`src/source/icachePkg.sv`:
```
// Instruction-cache miss subsystem shared definitions
// Widths, FSM state and slot encodings, request structs

package icachePkg;

	// ====================
	// Fixed widths
	// ====================
	// Program counter width
	localparam int PcWidth = 32;
	// 32-byte lines
	localparam int LineOffsetBits = 5;
	localparam int AsidWidth = 8;
	// Line address, PC bits above the offset
	localparam int LineAddrWidth = PcWidth - LineOffsetBits;

	// ====================
	// Encodings
	// ====================
	// Miss controller states, in sequence order
	typedef enum logic [3:0] {
		stIdle,
		stIc2,
		stIc3,
		stIc3a,
		stWaitL2,
		stIc5,
		stIc6,
		stIc7,
		stIcNext
	} icState_e;

	// Fetch slot, lowest number has priority
	typedef enum logic [1:0] {
		slot0,
		slot1,
		slot2
	} slot_e;

	// ====================
	// Request structs
	// ====================
	// One fetch cycle, three slot PCs
	typedef struct packed {
		logic [AsidWidth-1:0] asid;
		logic [PcWidth-1:0] pc0;
		logic [PcWidth-1:0] pc1;
		logic [PcWidth-1:0] pc2;
		// Slots 1 and 2 use their own PCs
		logic threadEn;
	} fetchReq_t;

	// One cache line in one address space
	typedef struct packed {
		logic [AsidWidth-1:0] asid;
		logic [LineAddrWidth-1:0] lineAddr;
	} lineReq_t;

endpackage

```
`src/source/l1TagStore.sv`:
```
// Direct-mapped L1 instruction tag store
// Three combinational lookup ports, one install port, valid clear walk on reset

`timescale 1ns/1ps

module l1TagStore import icachePkg::*; #(
	parameter int L1Lines = 16
) (
	input logic clk,
	input logic rstN,
	input lineReq_t [2:0] lookupLines,
	output logic [2:0] hits,
	input logic l1Install,
	input lineReq_t pendLine
);

	// ====================
	// Geometry
	// ====================
	localparam int IdxBits = $clog2(L1Lines);
	// Stored tag holds asid plus line address above the index
	localparam int TagWidth = AsidWidth + LineAddrWidth - IdxBits;

	logic [TagWidth-1:0] tagMem [L1Lines];
	logic [L1Lines-1:0] validBits;
	// Clear walker steps once per reset cycle
	logic [IdxBits-1:0] clrIdx;

	// Low line address bits pick the entry
	function automatic logic [IdxBits-1:0] lineIdx(input lineReq_t line);
		return line.lineAddr[IdxBits-1:0];
	endfunction

	// Asid and upper line bits form the tag
	function automatic logic [TagWidth-1:0] lineTag(input lineReq_t line);
		return {line.asid, line.lineAddr[LineAddrWidth-1:IdxBits]};
	endfunction

	// ====================
	// Lookup
	// ====================
	// Each slot checks its own entry in the same cycle
	always_comb begin
		for (int i = 0; i < 3; i++) begin
			hits[i] = validBits[lineIdx(lookupLines[i])] &&
				(tagMem[lineIdx(lookupLines[i])] == lineTag(lookupLines[i]));
		end
	end

	// ====================
	// Valid bits
	// ====================
	// Reset walks one entry per cycle
	// reset must last at least L1Lines cycles
	always_ff @(posedge clk) begin
		if (!rstN) begin
			validBits[clrIdx] <= 1'b0;
			clrIdx <= clrIdx + IdxBits'(1);
		end else if (l1Install) begin
			validBits[lineIdx(pendLine)] <= 1'b1;
		end
	end

	// Tag array is written on install only
	always_ff @(posedge clk) begin
		if (l1Install) begin
			tagMem[lineIdx(pendLine)] <= lineTag(pendLine);
		end
	end

endmodule

```
`src/source/l2TagStore.sv`:
```
// L2 instruction tag store, direct mapped
// Registered lookup of the pending miss line, install on bus fill

`timescale 1ns/1ps

module l2TagStore import icachePkg::*; #(
	parameter int L2Lines = 64
) (
	input logic clk,
	input logic rstN,
	input lineReq_t pendLine,
	input logic l2Install,
	output logic l2Hit
);

	// ====================
	// Geometry
	// ====================
	localparam int IdxBits = $clog2(L2Lines);
	localparam int TagWidth = AsidWidth + LineAddrWidth - IdxBits;

	logic [TagWidth-1:0] tagMem [L2Lines];
	logic [L2Lines-1:0] validBits;
	// Entry and tag of the pending line
	logic [IdxBits-1:0] pendIdx;
	logic [TagWidth-1:0] pendTag;

	assign pendIdx = pendLine.lineAddr[IdxBits-1:0];
	assign pendTag = {pendLine.asid, pendLine.lineAddr[LineAddrWidth-1:IdxBits]};

	// ====================
	// Lookup
	// ====================
	// Hit follows pendLine one cycle later
	// controller samples it in stWaitL2
	always_ff @(posedge clk) begin
		if (!rstN) begin
			l2Hit <= 1'b0;
		end else begin
			l2Hit <= validBits[pendIdx] && (tagMem[pendIdx] == pendTag);
		end
	end

	// ====================
	// Install
	// ====================
	// All valid bits drop together on reset
	always_ff @(posedge clk) begin
		if (!rstN) begin
			validBits <= '0;
		end else if (l2Install) begin
			validBits[pendIdx] <= 1'b1;
		end
	end

	// Bus fill writes the tag, later misses to this line hit here
	always_ff @(posedge clk) begin
		if (l2Install) begin
			tagMem[pendIdx] <= pendTag;
		end
	end

endmodule

```
`src/source/icMissController.sv`:
```
// Instruction-cache miss controller
// Picks the first missing slot, forms its line and steps the L2 or bus fill

`timescale 1ns/1ps

module icMissController import icachePkg::*; (
	input logic clk,
	input logic rstN,
	input fetchReq_t fetch,
	input logic [2:0] hits,
	input logic l2Hit,
	input logic busFillDone,
	output lineReq_t [2:0] lookupLines,
	output lineReq_t pendLine,
	output slot_e missSlot,
	output logic l1Install,
	output logic l2Install,
	output logic busReq,
	output logic icNext
);

	icState_e state;
	// Previous state, qualifies l2Hit on the first stWaitL2 cycle
	icState_e prevState;
	logic [PcWidth-1:0] pcPlus7;
	logic [PcWidth-1:0] pcPlus14;
	slot_e firstMiss;
	logic anyMiss;
	logic l2Ready;

	// Line of a PC in one address space
	function automatic lineReq_t toLine(input logic [AsidWidth-1:0] asid,
		input logic [PcWidth-1:0] pc);
		lineReq_t line;
		line.asid = asid;
		line.lineAddr = pc[PcWidth-1:LineOffsetBits];
		return line;
	endfunction

	// ====================
	// Slot lines
	// ====================
	// Single thread, slots 1 and 2 follow pc0
	assign pcPlus7 = fetch.pc0 + PcWidth'(7);
	assign pcPlus14 = fetch.pc0 + PcWidth'(14);

	always_comb begin
		lookupLines[0] = toLine(fetch.asid, fetch.pc0);
		lookupLines[1] = toLine(fetch.asid, fetch.threadEn ? fetch.pc1 : pcPlus7);
		lookupLines[2] = toLine(fetch.asid, fetch.threadEn ? fetch.pc2 : pcPlus14);
	end

	// Lowest numbered miss wins
	always_comb begin
		if (!hits[0]) begin
			firstMiss = slot0;
		end else if (!hits[1]) begin
			firstMiss = slot1;
		end else begin
			firstMiss = slot2;
		end
	end

	assign anyMiss = (hits != 3'b111);
	// L2 result only counts right after stIc3a
	assign l2Ready = l2Hit && (prevState == stIc3a);

	// ====================
	// Miss capture
	// ====================
	// Line and slot held for the whole miss
	always_ff @(posedge clk) begin
		if (state == stIdle && anyMiss) begin
			pendLine <= lookupLines[firstMiss];
			missSlot <= firstMiss;
		end
	end

	// ====================
	// State machine
	// ====================
	always_ff @(posedge clk) begin
		if (!rstN) begin
			state <= stIdle;
			prevState <= stIdle;
			l1Install <= 1'b0;
			l2Install <= 1'b0;
			busReq <= 1'b0;
			icNext <= 1'b0;
		end else begin
			// Strobes last one cycle
			l1Install <= 1'b0;
			l2Install <= 1'b0;
			icNext <= 1'b0;
			prevState <= state;
			case (state)
				stIdle: begin
					if (anyMiss) begin
						state <= stIc2;
					end
				end
				stIc2: state <= stIc3;
				stIc3: state <= stIc3a;
				stIc3a: state <= stWaitL2;
				stWaitL2: begin
					if (l2Ready) begin
						// Line already in L2, no bus cycle
						l1Install <= 1'b1;
						state <= stIc5;
					end else if (busReq && busFillDone) begin
						// Fill landed, install in both levels
						busReq <= 1'b0;
						l1Install <= 1'b1;
						l2Install <= 1'b1;
						state <= stIc5;
					end else begin
						// Hold request until the fill pulse
						busReq <= 1'b1;
					end
				end
				stIc5: state <= stIc6;
				stIc6: state <= stIc7;
				stIc7: state <= stIcNext;
				stIcNext: begin
					icNext <= 1'b1;
					state <= stIdle;
				end
				default: state <= stIdle;
			endcase
		end
	end

endmodule

```
`src/source/icacheMissTop.sv`:
```
// Instruction-cache miss subsystem top level
// L1 and L2 tag stores around the miss controller

`timescale 1ns/1ps

module icacheMissTop import icachePkg::*; #(
	parameter int L1Lines = 16,
	parameter int L2Lines = 64
) (
	input logic clk,
	input logic rstN,
	input fetchReq_t fetch,
	input logic busFillDone,
	output logic [2:0] hits,
	output lineReq_t missLine,
	output slot_e missSlot,
	output logic busReq,
	output logic icNext
);

	// ====================
	// Internal nets
	// ====================
	// Slot lines from the controller to L1
	lineReq_t [2:0] lookupLines;
	logic l2Hit;
	logic l1Install;
	logic l2Install;

	// Controller, missLine doubles as the pending line to both stores
	icMissController icMissController_inst (
		.clk(clk),
		.rstN(rstN),
		.fetch(fetch),
		.hits(hits),
		.l2Hit(l2Hit),
		.busFillDone(busFillDone),
		.lookupLines(lookupLines),
		.pendLine(missLine),
		.missSlot(missSlot),
		.l1Install(l1Install),
		.l2Install(l2Install),
		.busReq(busReq),
		.icNext(icNext)
	);

	// L1 tags, three lookups
	l1TagStore #(
		.L1Lines(L1Lines)
	) l1TagStore_inst (
		.clk(clk),
		.rstN(rstN),
		.lookupLines(lookupLines),
		.hits(hits),
		.l1Install(l1Install),
		.pendLine(missLine)
	);

	// L2 tags, pending line only
	l2TagStore #(
		.L2Lines(L2Lines)
	) l2TagStore_inst (
		.clk(clk),
		.rstN(rstN),
		.pendLine(missLine),
		.l2Install(l2Install),
		.l2Hit(l2Hit)
	);

endmodule

```
`config.mk`:
```
export PLATFORM = sky130hd
export DESIGN_NAME = icacheMissTop
export DESIGN_NICKNAME = d
export VERILOG_FILES = /design/src/source/icachePkg.sv /design/src/source/l1TagStore.sv /design/src/source/l2TagStore.sv /design/src/source/icMissController.sv /design/src/source/icacheMissTop.sv
export SDC_FILE = /design/constraint.sdc
export NUM_CORES = 2
export LEC_CHECK = 0
export CAP_MARGIN = 20
export CELL_PAD_IN_SITES_DETAIL_PLACEMENT = 0
export CELL_PAD_IN_SITES_GLOBAL_PLACEMENT = 1
export CORE_AREA = 2 2 470 472
export CTS_CLUSTER_SIZE = 28
export DETAILED_ROUTE_END_ITERATION = 12
export DIE_AREA = 0 0 472 474
export DONT_BUFFER_PORTS = 1
export GPL_TIMING_DRIVEN = 0
export HOLD_SLACK_MARGIN = 0.15
export PLACE_DENSITY_LB_ADDON = 0.1
export SYNTH_ARGS = -nofsm -noshare
export SYNTH_HDL_FRONTEND = slang
export SYNTH_HIERARCHICAL = 1
export SYNTH_SLANG_ARGS = --single-unit
```
`constraint.sdc`:
```
create_clock -name clk -period 6.9 [get_ports clk]
set_input_delay 0.69 -clock clk [delete_from_list [all_inputs] [get_ports clk]]
set_output_delay 0.69 -clock clk [all_outputs]
set_load 0.01 [all_outputs]
```
==> flow_metrics.tcl <==
set metrics [dict create \
    critical_path_arrival_ns 8.14 \
    wl_per_cell_microns 52.2 \
    yosys_register_bits 2486 \
    tightest_slew_ns 1.35 \
    synth.largest_area_cell "edfxtp_1" \
    peakVddDrop_mv 0.324 \
    tns_ns -1.01 \
    viasPerCell 7.47 \
    crit_required_ns 7.67 \
    synthTopCellsByArea "edfxtp_1 (67%), mux4_2 (13%), mux2i_1 (2.8%), dfxtp_1 (1.4%), a22oi_1 (1.4%)" \
    ys_seq_area_share_pct 68.0 \
    synth_cell_type_count 101 \
    ys_warn_count 6 \
    grt_usage_pct 46.1 \
    htreeDepth 5 \
    r2r_start "icMissController_inst/pendLine[2]$_DFFE_PP_" \
    hold_slack_ns 0.214 \
    die-area_sq_um 224000 \
    relSlewSlack_pct 9.91 \
    power_frac_seq_pct 45.3 \
    min_period_ns 7.37 \
    vias 74100 \
    synthFlopType "edfxtp_1" \
    cts_sinks 2486 \
    drc 0 \
    cts_tree "done" \
    grt_pass1_vias 69300 \
    syn_inst 6176 \
    cap_violations 0 \
    p_sw_mw 10.5 \
    pwr-share-comb_pct 16.8 \
    ant_nets 0 \
    dp_slack_ns -3.53 \
    worstSetupPathType "reg2reg" \
    hold_end "icMissController_inst/pendLine[13]$_DFFE_PP_" \
    multi_input_area_sq_um 32800 \
    crit_slowest_cell "edfxtp_1" \
    layout-drive-gt1-share_pct 27.0 \
    post-route-period-util_pct 107 \
    min_path_type "in2reg" \
    core_area_sq_um 219000 \
    synthArstFlopShare_pct 0 \
    drv_slew 0 \
    rows 172 \
    path_cells "buf_2 -> buf_4 -> buf_2 -> buf_2 -> nand2_1 -> o22ai_1 -> o21ai_1 -> o221ai_1 -> nor3_1 -> xnor2_1 -> nor4_2 -> nand4_1 -> nor4_4" \
    die_w_microns 472 \
    status "finished, violations left" \
    p_sw_share_pct 27.9 \
    portBuffers 0 \
    critPathLaunchType "flip-flop" \
    wl_microns 519000 \
    setup_viol 6 \
    seq_area_sq_um 73900 \
    max_stage_delay_ns 0.99 \
    hold_viol_final 0 \
    crit_top_cell "buf_2" \
    min_from "fetch[19]" \
    layout.nets 6950 \
    clockBufferDepth 4 \
    syn_area_sq_um 109000 \
    place_congestion 1.03 \
    antenna_found_initial 35 \
    violations "setup timing" \
    ff2ff_setup_slack_ns -0.47 \
    cts-root-buf "clkbuf_16" \
    synth.avg_cell_area_sq_um 17.6 \
    first_iter_violations 14700 \
    grt_setup_unrepaired "false" \
    leakage_nw 41.8 \
    total_power_mw 37.8 \
    synth_edf_count 2409 \
    setup_ws_ns -0.473 \
    synth_most_common_cell "edfxtp_1" \
    io_pins 150 \
    design_area_sq_um 129000 \
    grt.overflow.total 0 \
    numCtsBuffers 281 \
    clk_pin_slew_ns 0.06 \
    hold-path-cell-count 4 \
    reg2reg_to "l2TagStore_inst/l2Hit$_SDFF_PN0_" \
    dp_hpwl_microns 372000 \
    synth_nets 6288 \
    max_freq_mhz 136 \
    start_util_pct 49.7 \
    fin_skew_ns 0.0579 \
    power.internal_mw 27.3 \
    placement.cell_area_sq_um 120000 \
    p_clk_share_pct 37.9 \
    insertion_delay_ns 0.96 \
    grt_pass1_wl_microns 669000 \
    yosysTopAreaCellShare_pct 66.6 \
    critPathCaptureType "flip-flop" \
    grt_max_degree 37 \
    fillers 16300 \
    cp_max_fo 11 \
    synthToLayoutAreaGrowth_pct 18.8 \
    first_pass_iters 6 \
    reg2reg_depth 13 \
    chipHeight_microns 474 \
    cellPowerDensity_nw_per_um2 293 \
    synth_common_cells "edfxtp_1 (2409), mux4_2 (621), nor2_1 (327)" \
]
## worst max-delay path by stage
| stage | start | endpoint | slack [ns] | cells past startpoint |
|---|---|---|---|---|
| final | icMissController_inst/pendLine[2]$_DFFE_PP_ | l2TagStore_inst/l2Hit$_SDFF_PN0_ | -0.47 | 13 |
| after floorplan | fetch[0] | icMissController_inst/missSlot[0]$_DFFE_PP_ | 0.36 | 19 |
| after detailed placement | fetch[0] | icMissController_inst/pendLine[19]$_DFFE_PP_ | -3.53 | 21 |
| after global placement | fetch[0] | icMissController_inst/pendLine[29]$_DFFE_PP_ | -7.58 | 16 |
| after CTS | fetch[0] | icMissController_inst/pendLine[19]$_DFFE_PP_ | 0.007 | 21 |
| after global routing | icMissController_inst/pendLine[2]$_DFFE_PP_ | l2TagStore_inst/l2Hit$_SDFF_PN0_ | 0.01 | 14 |
## cell families (layout without fill, tap and decap cells)
group | count (synthesis) | after routing | synth area share [%]
AOI/OAI and AO/OA | 988 | 988 | 6.72
other | 0 | 27 | 0
and+or+nand+nor | 956 | 956 | 4.40
adders and majority gates | 4 | 4 | 0.0461
muxes | 1038 | 1038 | 16.8
xor gates and xnor gates | 170 | 170 | 1.37
DFF | 2486 | 2486 | 68.0
buffers and inverters | 534 | 1384 | 2.60
## area by class of cell
class	count	share of cell area (%)
flip-flops and latches	2486	57.2
multi-input cells	3156	25.4
clock buffers	364	5.88
repair buffers	384	5.65
well taps	2871	2.78
plain buffers	460	2.10
clock inverters	107	0.696
inverters	69	0.204
diodes	27	0.0524
## routing by layer
metal  GRT usage, %  wire length (microns)  up-vias
met5              0                    143        -
met4           38.9                  55300       20
met3           12.4                  64100     1828
met2           70.1                 232000     6897
met1           54.9                 167000    38400
li1               -                      -    26900
## placed cells by master (no fill, tap or decap), types with 56 or more instances in the layout
cell type	synthesis	final
a21oi_1	128	126
a22oi_1	202	201
clkbuf_1	157	197
buf_8	1	64
nand2_1	195	195
xor2_1	73	71
dfxtp_1	77	77
a221oi_1	95	94
mux4_2	621	621
buf_16	0	111
inv_1	64	64
xnor2_1	97	97
a31oi_1	56	56
edfxtp_1	2409	2409
o21ai_0	101	96
nor2_4	0	70
clkbuf_16	0	290
nor2_1	327	255
mux2i_1	308	301
nand3_1	75	75
buf_2	129	118
mux2_2	104	104
clkinv_1	2	56
buf_12	1	121
buf_4	102	126
buf_6	33	93
## registers in the layout, summed over array words and instances (netlist names), 2 cells and up
name                             cells
icMissController_inst/missSlot       2
l1TagStore_inst/tagMem             496
icMissController_inst/prevState      4
icMissController_inst/pendLine      35
l1TagStore_inst/validBits           16
l2TagStore_inst/validBits           64
l2TagStore_inst/tagMem            1856
l1TagStore_inst/clrIdx               4
icMissController_inst/state          4
## stage by stage
step / cells / utilization [%]
floorplan: 6176 / -
global placement: 9047 / 51.3
detailed placement: 9404 / 54.8
CTS: 9893 / 59.0
global route: 9907 / 59.0
finish: 9924 / 59.0
## power by group through the flow
| stage | clock network [mW] | registers [mW] | logic [mW] |
|---|---|---|---|
| after global placement | 0 | 18.0 | 4.85 |
| after global routing | 14.9 | 17.1 | 6.25 |
| after floorplan | 0 | 17.6 | 2.54 |
| after detailed placement | 0 | 17.4 | 5.98 |
| final | 14.3 | 17.1 | 6.33 |
| after CTS | 14.3 | 17.1 | 6.05 |
## worst max-delay path: cells and delay by family, from the launching register on
family | cells | cell delay [ns]
and+or+nand+nor | 5 | 2.88
buffers and inverters | 4 | 2.07
xor gates and xnor gates | 1 | 0.29
AOI/OAI and AO/OA | 3 | 0.88
DFF | 1 | 0.99
## what timing repair did
item | CTS | global route
pin swaps | 3 | 3
hold buffers | 21 | 0
setup endpoints to repair | 70 | 13
gates resized for setup | 83 | 11
buffers inserted | 1 | 2
hold endpoints to repair | 35 | 0
Note: power is estimated with default switching activity, not from simulation.
